$ cat src/logic/tracerPkg.sv
package tracerPkg;

  // Per-line tracer sequence
  typedef enum logic [2:0] {
    // Reciprocal of each ray component gives the step distances
    RcpX,
    RcpY,
    // The walker seeds its track distances, one axis per cycle
    InitX,
    InitY,
    // Grid walk until a valid hit
    Walk,
    // Reciprocal of the wall distance gives the wall size
    RcpSize,
    // Shared multiplier forms the texture coordinate
    TexU,
    // Result is ready and waits for the line strobe
    Done
  } traceStateT;

  // Commands from the sequencer to the grid walker
  typedef enum logic [2:0] {
    OpIdle,
    OpInitX,
    OpInitY,
    OpStep,
    OpTexU
  } walkOpT;

  // Trace result for one line as seen by the display
  typedef struct packed {
    logic [1:0]  wall;
    logic        side;
    logic [10:0] size;
    logic [5:0]  texU;
  } lineResultT;

endpackage

$ cat src/logic/fixedPointPkg.sv
package fixedPointPkg;

  // Fractional bits in every fixed-point value
  localparam int FracBits = 10;
  // Integer bits with the sign bit counted in
  localparam int IntBits = 8;
  localparam int Width = IntBits + FracBits;

  // Signed Q8.10 number used for positions, vectors and distances
  typedef logic signed [Width-1:0] fixedT;
  // Track distances can grow past the signed range, so they compare as unsigned
  typedef logic [Width-1:0] ufixedT;
  // Full product of two fixedT operands
  typedef logic signed [2*Width-1:0] wideT;

  // One in fixed point, and the largest positive value for saturation
  localparam fixedT One = fixedT'(1 << FracBits);
  localparam fixedT MaxFixed = {1'b0, {(Width-1){1'b1}}};

  typedef struct packed {
    fixedT x;
    fixedT y;
  } vecT;

  // Everything the tracer needs to know about the viewer for one frame
  typedef struct packed {
    vecT player;
    vecT facing;
    vecT plane;
  } cameraT;

endpackage
$ cat src/logic/tracerTop.sv
`timescale 1ns/1ns

module tracerTop #(
  parameter int                   MapBits = 4,
  parameter int                   StartOffset = 272,
  parameter fixedPointPkg::fixedT MinDist = fixedPointPkg::fixedT'(1 << (fixedPointPkg::FracBits - 3))
) (
  input  logic                  clk,
  input  logic                  do_reset,
  input  logic                  i_vsync,
  input  logic                  i_hmax,
  input  fixedPointPkg::cameraT i_camera,
  input  logic [1:0]            i_mapVal,
  output logic [MapBits-1:0]    o_mapCol,
  output logic [MapBits-1:0]    o_mapRow,
  output logic                  o_traceReady,
  output tracerPkg::lineResultT o_line
);

  // Ray state from the camera block
  fixedPointPkg::vecT   rayDir;
  fixedPointPkg::vecT   player;
  logic                 nextLine;
  // Reciprocal handshake
  logic                 req;
  logic                 ack;
  fixedPointPkg::fixedT operand;
  fixedPointPkg::fixedT rcpResult;
  // Walker command and results
  tracerPkg::walkOpT    op;
  fixedPointPkg::fixedT stepX;
  fixedPointPkg::fixedT stepY;
  logic                 hit;
  fixedPointPkg::fixedT wallDist;
  logic [1:0]           wall;
  logic                 side;
  logic [5:0]           texU;

  cameraRegs #(
    .StartOffset(StartOffset)
  ) uCameraRegs (
    .clk       (clk),
    .do_reset  (do_reset),
    .i_vsync   (i_vsync),
    .i_camera  (i_camera),
    .i_nextLine(nextLine),
    .o_rayDir  (rayDir),
    .o_player  (player)
  );

  reciprocalUnit uReciprocal (
    .clk      (clk),
    .do_reset (do_reset),
    .i_req    (req),
    .i_operand(operand),
    .o_ack    (ack),
    .o_result (rcpResult)
  );

  gridWalker #(
    .MapBits(MapBits),
    .MinDist(MinDist)
  ) uGridWalker (
    .clk       (clk),
    .do_reset  (do_reset),
    .i_op      (op),
    .i_stepX   (stepX),
    .i_stepY   (stepY),
    .i_rayDir  (rayDir),
    .i_player  (player),
    .i_mapVal  (i_mapVal),
    .o_mapCol  (o_mapCol),
    .o_mapRow  (o_mapRow),
    .o_hit     (hit),
    .o_wallDist(wallDist),
    .o_wall    (wall),
    .o_side    (side),
    .o_texU    (texU)
  );

  traceControl uTraceControl (
    .clk         (clk),
    .do_reset    (do_reset),
    .i_vsync     (i_vsync),
    .i_hmax      (i_hmax),
    .i_rayDir    (rayDir),
    .i_ack       (ack),
    .i_rcpResult (rcpResult),
    .i_hit       (hit),
    .i_wallDist  (wallDist),
    .i_wall      (wall),
    .i_side      (side),
    .i_texU      (texU),
    .o_req       (req),
    .o_operand   (operand),
    .o_op        (op),
    .o_stepX     (stepX),
    .o_stepY     (stepY),
    .o_nextLine  (nextLine),
    .o_traceReady(o_traceReady),
    .o_line      (o_line)
  );

endmodule

$ cat src/logic/traceControl.sv
`timescale 1ns/1ns

module traceControl (
  input  logic                  clk,
  input  logic                  do_reset,
  input  logic                  i_vsync,
  input  logic                  i_hmax,
  input  fixedPointPkg::vecT    i_rayDir,
  input  logic                  i_ack,
  input  fixedPointPkg::fixedT  i_rcpResult,
  input  logic                  i_hit,
  input  fixedPointPkg::fixedT  i_wallDist,
  input  logic [1:0]            i_wall,
  input  logic                  i_side,
  input  logic [5:0]            i_texU,
  output logic                  o_req,
  output fixedPointPkg::fixedT  o_operand,
  output tracerPkg::walkOpT     o_op,
  output fixedPointPkg::fixedT  o_stepX,
  output fixedPointPkg::fixedT  o_stepY,
  output logic                  o_nextLine,
  output logic                  o_traceReady,
  output tracerPkg::lineResultT o_line
);

  // Reciprocal of distance has FracBits fraction bits, size keeps eight of them
  localparam int SizeShift = fixedPointPkg::FracBits - 8;
  localparam logic [10:0] SizeMax = 11'd2047;

  tracerPkg::traceStateT state;
  fixedPointPkg::fixedT  sizeFull;
  logic [10:0]           sizeClamped;
  logic [10:0]           size;
  logic                  isRcpState;
  logic                  rcpDone;
  logic                  lineStrobe;

  always_comb begin
    // Operand follows the state so it holds steady while req is high
    case (state)
      tracerPkg::RcpX: o_operand = i_rayDir.x;
      tracerPkg::RcpY: o_operand = i_rayDir.y;
      default:         o_operand = i_wallDist;
    endcase

    case (state)
      tracerPkg::InitX: o_op = tracerPkg::OpInitX;
      tracerPkg::InitY: o_op = tracerPkg::OpInitY;
      tracerPkg::Walk:  o_op = tracerPkg::OpStep;
      tracerPkg::TexU:  o_op = tracerPkg::OpTexU;
      default:          o_op = tracerPkg::OpIdle;
    endcase

    isRcpState = state == tracerPkg::RcpX || state == tracerPkg::RcpY
                 || state == tracerPkg::RcpSize;

    sizeFull = i_rcpResult >>> SizeShift;
    if (sizeFull > fixedPointPkg::fixedT'(SizeMax)) begin
      sizeClamped = SizeMax;
    end else begin
      sizeClamped = sizeFull[10:0];
    end
  end

  // Result is sampled in the cycle where req and ack are both high
  assign rcpDone = o_req && i_ack;
  assign o_traceReady = state == tracerPkg::Done && !i_vsync;
  // Strobe while ready presents the line and moves the ray in the same edge
  assign lineStrobe = o_traceReady && i_hmax;
  assign o_nextLine = lineStrobe;

  always_ff @(posedge clk) begin
    if (do_reset || i_vsync) begin
      // Vsync holds the sequence at the first step of a new frame
      state <= tracerPkg::RcpX;
      o_req <= 1'b0;
    end else begin
      // Req only rises after ack from the previous exchange has fallen
      if (rcpDone) begin
        o_req <= 1'b0;
      end else if (isRcpState && !o_req && !i_ack) begin
        o_req <= 1'b1;
      end

      case (state)
        tracerPkg::RcpX: begin
          if (rcpDone) begin
            state <= tracerPkg::RcpY;
          end
        end
        tracerPkg::RcpY: begin
          if (rcpDone) begin
            state <= tracerPkg::InitX;
          end
        end
        tracerPkg::InitX: state <= tracerPkg::InitY;
        tracerPkg::InitY: state <= tracerPkg::Walk;
        tracerPkg::Walk: begin
          if (i_hit) begin
            state <= tracerPkg::RcpSize;
          end
        end
        tracerPkg::RcpSize: begin
          if (rcpDone) begin
            state <= tracerPkg::TexU;
          end
        end
        tracerPkg::TexU: state <= tracerPkg::Done;
        tracerPkg::Done: begin
          if (i_hmax) begin
            state <= tracerPkg::RcpX;
          end
        end
        default: state <= tracerPkg::RcpX;
      endcase
    end
  end

  // Step distances and size only change when a reciprocal result arrives
  always_ff @(posedge clk) begin
    if (rcpDone) begin
      case (state)
        tracerPkg::RcpX: o_stepX <= i_rcpResult;
        tracerPkg::RcpY: o_stepY <= i_rcpResult;
        default:         size <= sizeClamped;
      endcase
    end
  end

  // The displayed line keeps its old value until a strobe finds a ready result
  always_ff @(posedge clk) begin
    if (do_reset) begin
      o_line <= '0;
    end else if (lineStrobe) begin
      o_line.wall <= i_wall;
      o_line.side <= i_side;
      o_line.size <= size;
      o_line.texU <= i_texU;
    end
  end

endmodule

$ cat src/logic/gridWalker.sv
`timescale 1ns/1ns

module gridWalker #(
  parameter int                   MapBits = 4,
  parameter fixedPointPkg::fixedT MinDist = fixedPointPkg::fixedT'(1 << (fixedPointPkg::FracBits - 3))
) (
  input  logic                 clk,
  input  logic                 do_reset,
  input  tracerPkg::walkOpT    i_op,
  input  fixedPointPkg::fixedT i_stepX,
  input  fixedPointPkg::fixedT i_stepY,
  input  fixedPointPkg::vecT   i_rayDir,
  input  fixedPointPkg::vecT   i_player,
  input  logic [1:0]           i_mapVal,
  output logic [MapBits-1:0]   o_mapCol,
  output logic [MapBits-1:0]   o_mapRow,
  output logic                 o_hit,
  output fixedPointPkg::fixedT o_wallDist,
  output logic [1:0]           o_wall,
  output logic                 o_side,
  output logic [5:0]           o_texU
);

  localparam int FracBits = fixedPointPkg::FracBits;
  localparam int IntBits = fixedPointPkg::IntBits;
  localparam int Width = fixedPointPkg::Width;

  // Map cell under test and the cell the player stands in
  logic [IntBits-1:0]    mapX;
  logic [IntBits-1:0]    mapY;
  logic [IntBits-1:0]    playerMapX;
  logic [IntBits-1:0]    playerMapY;
  // Distance along the ray to the next X and Y grid lines
  fixedPointPkg::ufixedT trackX;
  fixedPointPkg::ufixedT trackY;
  fixedPointPkg::fixedT  fracX;
  fixedPointPkg::fixedT  fracY;
  fixedPointPkg::fixedT  partialX;
  fixedPointPkg::fixedT  partialY;
  fixedPointPkg::fixedT  mulA;
  fixedPointPkg::fixedT  mulB;
  fixedPointPkg::fixedT  mulOut;
  fixedPointPkg::fixedT  texSum;
  fixedPointPkg::wideT   product;
  logic                  rayXPos;
  logic                  rayYPos;
  logic                  needStepX;
  logic                  hitNow;
  logic                  mirror;

  assign playerMapX = i_player.x[FracBits +: IntBits];
  assign playerMapY = i_player.y[FracBits +: IntBits];
  assign o_mapCol = mapX[MapBits-1:0];
  assign o_mapRow = mapY[MapBits-1:0];

  always_comb begin
    fracX = fixedPointPkg::fixedT'(i_player.x[FracBits-1:0]);
    fracY = fixedPointPkg::fixedT'(i_player.y[FracBits-1:0]);
    rayXPos = i_rayDir.x > 0;
    rayYPos = i_rayDir.y > 0;
    // Part of the first cell still ahead of the player on each axis
    partialX = rayXPos ? fixedPointPkg::One - fracX : fracX;
    partialY = rayYPos ? fixedPointPkg::One - fracY : fracY;

    // One multiplier serves both track seeds and the texture coordinate
    case (i_op)
      tracerPkg::OpInitX: begin
        mulA = i_stepX;
        mulB = partialX;
      end
      tracerPkg::OpInitY: begin
        mulA = i_stepY;
        mulB = partialY;
      end
      default: begin
        // The hit position runs along the axis that the wall face does not cross
        mulA = o_side ? i_rayDir.x : i_rayDir.y;
        mulB = o_wallDist;
      end
    endcase
    product = mulA * mulB;
    mulOut = product[FracBits +: Width];

    texSum = mulOut + (o_side ? i_player.x : i_player.y);
    // Keep textures reading the same way on opposite faces
    mirror = o_side ? rayYPos : !rayXPos;

    // Ties step along Y
    needStepX = trackX < trackY;
    // Walls inside the player cell or too close would overflow the size
    hitNow = (i_mapVal != 2'd0)
             && (fixedPointPkg::ufixedT'(o_wallDist) >= fixedPointPkg::ufixedT'(MinDist))
             && !(mapX == playerMapX && mapY == playerMapY);
  end

  always_ff @(posedge clk) begin
    if (do_reset) begin
      o_hit <= 1'b0;
    end else if (i_op == tracerPkg::OpInitX) begin
      o_hit <= 1'b0;
    end else if (i_op == tracerPkg::OpStep && hitNow) begin
      o_hit <= 1'b1;
    end
  end

  always_ff @(posedge clk) begin
    case (i_op)
      tracerPkg::OpInitX: begin
        trackX <= mulOut;
        mapX <= playerMapX;
        mapY <= playerMapY;
        o_wallDist <= '0;
      end
      tracerPkg::OpInitY: begin
        trackY <= mulOut;
      end
      tracerPkg::OpStep: begin
        // Once a hit is found the walk freezes until the next line
        if (!o_hit) begin
          if (hitNow) begin
            o_wall <= i_mapVal;
          end else if (needStepX) begin
            mapX <= rayXPos ? mapX + 1'b1 : mapX - 1'b1;
            trackX <= trackX + fixedPointPkg::ufixedT'(i_stepX);
            o_wallDist <= fixedPointPkg::fixedT'(trackX);
            o_side <= 1'b0;
          end else begin
            mapY <= rayYPos ? mapY + 1'b1 : mapY - 1'b1;
            trackY <= trackY + fixedPointPkg::ufixedT'(i_stepY);
            o_wallDist <= fixedPointPkg::fixedT'(trackY);
            o_side <= 1'b1;
          end
        end
      end
      tracerPkg::OpTexU: begin
        // Top six fractional bits pick the texture column
        o_texU <= texSum[FracBits-1 -: 6] ^ {6{mirror}};
      end
      default: begin
      end
    endcase
  end

endmodule

$ cat src/logic/reciprocalUnit.sv
`timescale 1ns/1ns

module reciprocalUnit (
  input  logic                 clk,
  input  logic                 do_reset,
  input  logic                 i_req,
  input  fixedPointPkg::fixedT i_operand,
  output logic                 o_ack,
  output fixedPointPkg::fixedT o_result
);

  localparam int Width = fixedPointPkg::Width;
  // The numerator is a single one at this bit position
  localparam int TopBit = 2 * fixedPointPkg::FracBits;
  localparam int QuotBits = TopBit + 1;
  localparam int CountBits = $clog2(QuotBits);

  logic                  busy;
  logic [CountBits-1:0]  bitCount;
  fixedPointPkg::ufixedT divisor;
  fixedPointPkg::ufixedT remainder;
  fixedPointPkg::ufixedT absOperand;
  logic [QuotBits-1:0]   quotient;
  logic [Width:0]        trial;
  logic [Width:0]        diff;
  logic                  trialFits;
  logic                  overflow;
  logic                  start;

  always_comb begin
    // Negating the most negative value still gives its magnitude as unsigned
    if (i_operand[Width-1]) begin
      absOperand = fixedPointPkg::ufixedT'(-i_operand);
    end else begin
      absOperand = fixedPointPkg::ufixedT'(i_operand);
    end
    // Only the first iteration brings a one down from the numerator
    trial = {remainder, bitCount == CountBits'(TopBit)};
    diff = trial - {1'b0, divisor};
    trialFits = trial >= {1'b0, divisor};
  end

  // A new division only starts once the previous handshake has closed
  assign start = i_req && !busy && !o_ack;

  always_ff @(posedge clk) begin
    if (do_reset) begin
      busy <= 1'b0;
      o_ack <= 1'b0;
      bitCount <= '0;
    end else if (busy) begin
      // Dropping req early abandons the division
      if (!i_req) begin
        busy <= 1'b0;
      end else begin
        if (bitCount == '0) begin
          busy <= 1'b0;
          o_ack <= 1'b1;
        end
        bitCount <= bitCount - 1'b1;
      end
    end else if (o_ack) begin
      // Ack follows req back down to close the four-phase cycle
      if (!i_req) begin
        o_ack <= 1'b0;
      end
    end else if (start) begin
      busy <= 1'b1;
      bitCount <= CountBits'(TopBit);
    end
  end

  // Restoring shift-subtract datapath, one quotient bit per cycle
  always_ff @(posedge clk) begin
    if (start) begin
      divisor <= absOperand;
      remainder <= '0;
      quotient <= '0;
    end else if (busy) begin
      remainder <= trialFits ? diff[Width-1:0] : trial[Width-1:0];
      quotient <= {quotient[QuotBits-2:0], trialFits};
    end
  end

  // A zero divisor fills the quotient with ones, so it lands here as well
  assign overflow = |quotient[QuotBits-1:Width-1];

  // Quotient stays frozen while ack is high, so the result holds with it
  assign o_result = overflow ? fixedPointPkg::MaxFixed : {1'b0, quotient[Width-2:0]};

endmodule

$ cat src/logic/cameraRegs.sv
`timescale 1ns/1ns

module cameraRegs #(
  parameter int StartOffset = 272
) (
  input  logic                  clk,
  input  logic                  do_reset,
  input  logic                  i_vsync,
  input  fixedPointPkg::cameraT i_camera,
  input  logic                  i_nextLine,
  output fixedPointPkg::vecT    o_rayDir,
  output fixedPointPkg::vecT    o_player
);

  // The addend counts whole plane vectors, so it is scaled back down here
  localparam int AddendShift = 8;

  // Camera frozen at frame start so the whole frame sees one viewpoint
  fixedPointPkg::cameraT camera;
  // Ray deflection from the facing vector, accumulated one plane per line
  fixedPointPkg::vecT addend;

  always_ff @(posedge clk) begin
    if (do_reset) begin
      camera <= '0;
      addend <= '0;
    end else if (i_vsync) begin
      camera <= i_camera;
      // First line starts StartOffset plane steps before the centre line
      addend.x <= fixedPointPkg::fixedT'(-(i_camera.plane.x * StartOffset));
      addend.y <= fixedPointPkg::fixedT'(-(i_camera.plane.y * StartOffset));
    end else if (i_nextLine) begin
      // Move the ray one line across the view plane
      addend.x <= addend.x + camera.plane.x;
      addend.y <= addend.y + camera.plane.y;
    end
  end

  // Accumulating a full plane per line keeps precision, the shift restores the scale
  assign o_rayDir.x = camera.facing.x + (addend.x >>> AddendShift);
  assign o_rayDir.y = camera.facing.y + (addend.y >>> AddendShift);

  assign o_player = camera.player;

endmodule

$ cat config.mk
export PLATFORM = sky130hd
export DESIGN_NAME = tracerTop
export DESIGN_NICKNAME = d
export VERILOG_FILES = /design/src/logic/tracerPkg.sv /design/src/logic/fixedPointPkg.sv /design/src/logic/tracerTop.sv /design/src/logic/traceControl.sv /design/src/logic/gridWalker.sv /design/src/logic/reciprocalUnit.sv /design/src/logic/cameraRegs.sv
export SDC_FILE = /design/constraint.sdc
export NUM_CORES = 2
export LEC_CHECK = 0
export BUFFER_PORTS_ARGS = -buffer_cell sky130_fd_sc_hd__buf_2
export CORE_ASPECT_RATIO = 0.6
export CORE_MARGIN = 4
export CORE_UTILIZATION = 64
export CTS_CLUSTER_DIAMETER = 30
export CTS_CLUSTER_SIZE = 14
export DETAILED_ROUTE_END_ITERATION = 8
export PLACE_DENSITY = 0.91
export SETUP_SLACK_MARGIN = 0.5
export SLEW_MARGIN = 20
export SYNTH_ARGS = -nofsm -noshare
export SYNTH_HDL_FRONTEND = slang
export SYNTH_SLANG_ARGS = --single-unit
$ cat constraint.sdc
create_clock -name clk -period 12.7 [get_ports clk]
set_input_delay 0.635 -clock clk [delete_from_list [all_inputs] [get_ports clk]]
set_output_delay 0.635 -clock clk [all_outputs]
set_load 0.02 [all_outputs]
# After elaboration in Yosys (flattened, before gate mapping)
# Cells that the tools add are included.
# classes
n_mul	3
eq_ne	26
bitwise	4
mux	57
n_lt_le_gt_ge	6
addsub	18
reduce_logical	43
# ops
cell	count
18-bit 2-to-1 mux	13
18-bit case mux with 2 select lines	6
18-bit adder	4
36-bit 2-to-1 mux	2
8-bit 2-to-1 mux	8
18-bit negator	3
18-bit by 10-bit adder with 18-bit output	2
18-bit by 1-bit > comparator with 1-bit output, second input constant	2
18-bit by 6-bit multiplier with 14-bit output, second input constant	2
17-bit 2-to-1 mux	2
8-bit case mux with 2 select lines	2
18-bit by 18-bit multiplier with 28-bit output	1
12-bit by 10-bit subtractor with 13-bit output, first input constant	2
3-bit case mux with 8 select lines	1
5-bit 2-to-1 mux	4
19-bit by 18-bit >= comparator with 1-bit output	1
18-bit by 8-bit >= comparator with 1-bit output, second input constant	1
18-bit < comparator	1
18-bit subtractor	1
8-bit by 1-bit adder with 8-bit output, second input constant	2
8-bit equality test	2
8-bit by 1-bit subtractor with 8-bit output, second input constant	2
3-bit equality test, second input constant	5
15-bit by 11-bit > comparator with 1-bit output, second input constant	1
other kinds (25)	87
# totals
out_inout_bits	29
inputBits	114
wordCells	190
register_bits	359

# Logic depth before layout (Yosys ltp)
# depth
word_depth	7
depth_mapped	45
mapped_depth_nobuf	43

# Modules after synthesis
# Synthesis repeated with hierarchy kept, for this count alone.
# unflattened
hier_cells	3867
hier_area_um2	34693.3
# modules_own_cells
mod	n_inst	area_each_um2	cells_each
gridWalker	1	17669.4	2063
cameraRegs	1	10229.8	1154
reciprocalUnit	1	3706.1	400
traceControl	1	3088.0	250

# Worst setup path after synthesis
# OpenSTA, ideal clock, no wires.
# synth_timing
path_kind	register -> register
startpoint	reg uCameraRegs.addend[17] in the netlist's numbering
endpoint	reg uGridWalker.o_texU[4] (data pin)
path_stages_with_launch	44
path_slack_ns	2.997
synth_period_minus_slack_ns	9.703
arrival_ns	9.443
setup_ns	0.260
cell_sequence	dfxtp_1 -> ha_1 -> buf_2 -> o21a_1 -> a21o_1 -> a2111oi_2 -> a21oi_1 -> xnor2_1 -> and4b_2 -> a21oi_4 -> inv_2 -> buf_2 -> nor2_1 -> xnor2_1 -> nand2_1 -> o21ai_0 -> o21ai_1 -> buf_2 -> [8 not listed] -> ha_1 -> a21o_1 -> a21oi_1 -> nor2b_1 -> a32oi_2 -> a31oi_2 -> nor2b_1 -> o21ai_0 -> nand2b_1 -> xnor2_1 -> inv_1 -> ha_1 -> a21oi_1 -> nor2b_1 -> a311oi_2 -> o21bai_2 -> a31oi_1 -> xnor2_1
# synth_via
elab_chain_len	7
elab_cells_between_ends	10
# synth_rtl
item	line_no	source
start: declaration	cameraRegs.sv:21	fixedPointPkg::vecT addend;
18-bit by 10-bit adder with 18-bit output *	cameraRegs.sv:41	assign o_rayDir.y = camera.facing.y + (addend.y >>> AddendShift);
18-bit by 1-bit > comparator with 1-bit output	gridWalker.sv:60	rayYPos = i_rayDir.y > 0;
18-bit 2-to-1 mux	gridWalker.sv:63	partialY = rayYPos ? fixedPointPkg::One - fracY : fracY;
18-bit case mux with 2 select lines	gridWalker.sv:66	case (i_op)
18-bit by 18-bit multiplier with 28-bit output	gridWalker.sv:81	product = mulA * mulB;
10-bit adder	gridWalker.sv:84	texSum = mulOut + (o_side ? i_player.x : i_player.y);
6-bit bitwise XOR *	gridWalker.sv:137	o_texU <= texSum[FracBits-1 -: 6] ^ {6{mirror}};
end signal: assignment	gridWalker.sv:137	
end: declaration	gridWalker.sv:21	output logic [5:0] o_texU
# Mark *: on every way between the ends. The rest lies on a longest branch, timed or not.
# A chain may end at the register's enable or synchronous reset.

# Worst setup path after layout
# layout_timing
startpoint	reg uCameraRegs.addend[26] in the netlist's numbering
endpoint	reg uGridWalker.o_texU[4] (data pin)
# layout_via
elab_chain_len	7
elab_cells_between_ends	11
# layout_rtl
item	line_no	source
18-bit by 10-bit adder with 18-bit output *	cameraRegs.sv:40	assign o_rayDir.x = camera.facing.x + (addend.x >>> AddendShift);
18-bit by 1-bit > comparator with 1-bit output	gridWalker.sv:59	rayXPos = i_rayDir.x > 0;
18-bit 2-to-1 mux	gridWalker.sv:62	partialX = rayXPos ? fixedPointPkg::One - fracX : fracX;
18-bit case mux with 2 select lines	gridWalker.sv:66	
18-bit by 18-bit multiplier with 28-bit output	gridWalker.sv:81	
10-bit adder	gridWalker.sv:84	
6-bit bitwise XOR *	gridWalker.sv:137	
# Marks and branches as above.

==> flow_metrics.py <==
metrics = {
    "outcome": {
        "status": "complete, no violations",
    },
    "worst_hold_path": {
        "min_from": "i_camera[41]",
        "min_to": "uCameraRegs.camera[41]",
        "whs_path_depth": 3,
        "hp-class": "input pin to flip-flop",
    },
    "setup_path": {
        "r2r_end": "uGridWalker.o_texU[4]",
        "critPathLaunchType": "flip-flop",
        "worstReg2RegStart": "uCameraRegs.addend[26]",
        "reg2reg_depth": 39,
        "path_buf_inv": 2,
        "crit_family": "adder cells",
        "max_stage_delay_ps": 640,
        "cp_max_fo": 19,
        "worst-endpoint-arrival_ps": 11240,
        "slowest_stage": "a211o_1",
        "r2r_setup_slack_ps": 1800,
        "endpoint_kind": "flip-flop",
        "required_ps": 13030,
        "criticalPathCategory": "flip-flop to flip-flop",
    },
    "detailed_routing": {
        "ant_nets": 0,
        "drt_iter0_markers": 4022,
        "vias_per_cell": 6.39,
        "drc": 0,
        "dr.pass1.iters": 8,
        "finalWirelength_mm": 105,
        "wl_per_cell_microns": 22.7,
        "num_vias": 29400,
    },
    "floorplanning": {
        "dieArea_sq_um": 56600,
        "die_h_microns": 186,
        "core_sq_um": 51600,
        "rows": 64,
        "io_pins": 143,
        "die_w_microns": 304,
        "initial_core_util": 0.654,
    },
    "yosys": {
        "synth_area_sq_um": 33700,
        "synth_edf_count": 142,
        "synth_nets": 4474,
        "yosysUniqueCellTypes": 96,
        "syn-instance-count": 3805,
        "yosysSeqAreaShare": 0.254,
        "netlist_top_cells_area": "fa_1 (16%), dfxtp_1 (13%), edfxtp_1 (13%)",
        "synth_top_area_share": 0.157,
        "yosys_warnings": 0,
        "synthArstFlopShare": 0,
        "synth_area_leader_cell": "fa_1",
        "syn_area_per_cell_sq_um": 8.87,
        "yosys_most_used_dff": "dfxtp_1",
        "synth_seq_cells": 357,
    },
    "sta": {
        "hold_viol_final": 0,
        "max_freq_mhz": 91.7,
        "fin_skew_ps": 27.4,
        "max_slew_margin": 0.254,
        "rsz0062_at_grt": "false",
        "whs_ps": 278,
        "setup_viol_count_final": 0,
        "fin_tns_setup_ps": 0,
        "tightest_slew_ps": 1110,
        "period_minus_slack_ps": 10900,
        "post-route-period-util": 0.858,
        "slew_violations": 0,
    },
    "finish": {
        "nNetsFinal": 4545,
        "fill_cells": 3677,
        "area_growth_pct": 8.65,
        "drive_gt1_frac": 0.0886,
    },
    "global_route": {
        "grt_pass1_wl_mm": 163,
        "overflow": 0,
        "grt_antenna_before_repair": 4,
        "grt_max_degree": 94,
        "grt_usage": 0.368,
        "first_global_vias": 28600,
    },
    "cts": {
        "cts_tree": "done",
        "cts_htree_levels": 2,
        "cts.sinks": 357,
        "cts_buffer_depth": 3,
        "clk_pin_slew_ps": 70,
        "hold_buffers": 0,
        "cts_setup_buffers": 0,
        "clock_latency_ps": 600,
        "cts_resized": 0,
        "cts_inserted_buffers": 47,
        "cts-root-buf": "clkbuf_16",
    },
    "placement": {
        "port_buffers": 142,
        "hpwl_mm": 78.6,
        "gp_routability_congestion": 1.03,
    },
    "job": {
        "maxCapViolations": 0,
    },
}
[cells by family (layout without fill, tap and decap cells)]
| kind of cell | count (synthesis) | in the layout | share of synthesized area |
|---|---|---|---|
| fa+ha+maj | 555 | 555 | 0.265 |
| buf+inv | 587 | 697 | 0.0669 |
| simple gates | 1170 | 1170 | 0.161 |
| xor+xnor | 222 | 222 | 0.0585 |
| flops | 357 | 357 | 0.254 |
| other cells | 0 | 1 | 0 |
| mux | 165 | 165 | 0.0497 |
| compound gates | 749 | 749 | 0.145 |
[worst register-to-register path: cells and delay by family (launching register included)]
kind,cells,cell delay [ps]
AND/OR/NAND/NOR,11,2100
adder cells (fa/ha/maj),10,3970
XOR/XNOR,3,510
flip-flops,1,350
buffers and inverters,2,130
AO/OA/AOI/OAI,13,3560
[stage by stage]
stage               setup WS, ps  cell area (sq um)  utilization  std cells
CTS                         1920              36600        0.710       4607
global placement            2240              35000        0.679       4519
global route                1210              36700        0.711       4609
detailed placement          2020              35000        0.679       4519
finish                      1800              36700        0.711       4609
floorplan                   3000              33700            -       3805
[layer usage]
metal  up-vias  global-route usage  wire length [microns]  share of wire
met3       293               0.165                  17600           0.17
met2      2209               0.498                  40400           0.39
met4         6               0.101                   3090          0.030
met1     13900               0.530                  43700           0.42
li1      13100                   -                      -              -
met5         -                   0                     34        0.00032
[Yosys cell counts (77+ instances only)]
| library cell | number |
|---|---|
| inv_1 | 421 |
| o21ai_0 | 151 |
| mux2i_1 | 147 |
| nor2_1 | 353 |
| nand3_1 | 99 |
| clkbuf_1 | 110 |
| a21oi_1 | 225 |
| nand2b_1 | 79 |
| ha_1 | 291 |
| a21o_1 | 77 |
| fa_1 | 264 |
| dfxtp_1 | 215 |
| xnor2_1 | 137 |
| xor2_1 | 82 |
| edfxtp_1 | 142 |
| nand2_1 | 389 |
[how the worst max path moves through the flow]
stage | slack, ps | cells past startpoint | to | start
after floorplan | 3000 | 43 | uGridWalker.o_texU[4] | uCameraRegs.addend[17]
after global placement | 2240 | 39 | uGridWalker.o_texU[4] | uCameraRegs.addend[26]
after detailed placement | 2020 | 39 | uGridWalker.o_texU[4] | uCameraRegs.addend[26]
after CTS | 1920 | 39 | uGridWalker.o_texU[4] | uCameraRegs.addend[26]
after global routing | 1210 | 38 | uGridWalker.o_texU[4] | uCameraRegs.addend[35]
final | 1800 | 39 | uGridWalker.o_texU[4] | uCameraRegs.addend[26]
[area by class of cell]
type | instances | area (sq um) | area share
inverter | 424 | 1590 | 0.0434
multi-input combinational | 2861 | 23000 | 0.627
antenna | 1 | 2.50 | 0.0000683
sequential | 357 | 8570 | 0.234
tap | 693 | 867 | 0.0237
clock buffer | 56 | 1240 | 0.0339
clock inverter | 32 | 358 | 0.00976
timing repair buffer | 185 | 1050 | 0.0288
[layout by cell type (no fill, tap or decap), types with 14 or more instances in the layout]
| cell | synthesis | routed |
|---|---|---|
| o21a_1 | 31 | 31 |
| nor3_1 | 49 | 47 |
| xor2_1 | 82 | 82 |
| nor2b_1 | 28 | 27 |
| and2_1 | 35 | 35 |
| a21oi_1 | 225 | 223 |
| o211ai_1 | 17 | 17 |
| ha_1 | 291 | 291 |
| nand3_1 | 99 | 99 |
| xnor2_1 | 137 | 137 |
| nand2b_1 | 79 | 79 |
| a211oi_1 | 44 | 44 |
| buf_2 | 15 | 140 |
| o21ai_1 | 18 | 21 |
| and3_1 | 19 | 19 |
| a21o_1 | 77 | 77 |
| nand3b_1 | 15 | 15 |
| nand2_1 | 389 | 388 |
| nor2_1 | 353 | 352 |
| inv_1 | 421 | 421 |
| clkbuf_16 | 0 | 48 |
| mux2_2 | 17 | 17 |
| mux2i_1 | 147 | 147 |
| o21ai_0 | 151 | 147 |
| nor4_1 | 20 | 19 |
| dfxtp_1 | 215 | 213 |
| fa_1 | 264 | 264 |
| buf_4 | 9 | 43 |
| edfxtp_1 | 142 | 142 |
| o21bai_1 | 22 | 22 |
| a22o_1 | 24 | 24 |
| or3_1 | 18 | 17 |
| nor3b_1 | 14 | 14 |
[flip-flops by register name (all words and copies together), names as in the netlist, 5 cells and up]
| register | flops |
|---|---|
| uGridWalker.trackY | 18 |
| uCameraRegs.o_player | 36 |
| uGridWalker.o_wallDist | 18 |
| uGridWalker.mapY | 8 |
| uTraceControl.o_stepX | 17 |
| uGridWalker.o_texU | 6 |
| uReciprocal.divisor | 18 |
| uReciprocal.bitCount | 5 |
| uReciprocal.remainder | 18 |
| uTraceControl.size | 11 |
| uTraceControl.o_line | 20 |
| uReciprocal.quotient | 21 |
| uGridWalker.trackX | 18 |
| uTraceControl.o_stepY | 17 |
| uCameraRegs.camera | 72 |
| uGridWalker.mapX | 8 |
| uCameraRegs.addend | 36 |
Power is not shown: default switching activity piles up to over one toggle a cycle in this logic, so the estimate is an artifact.
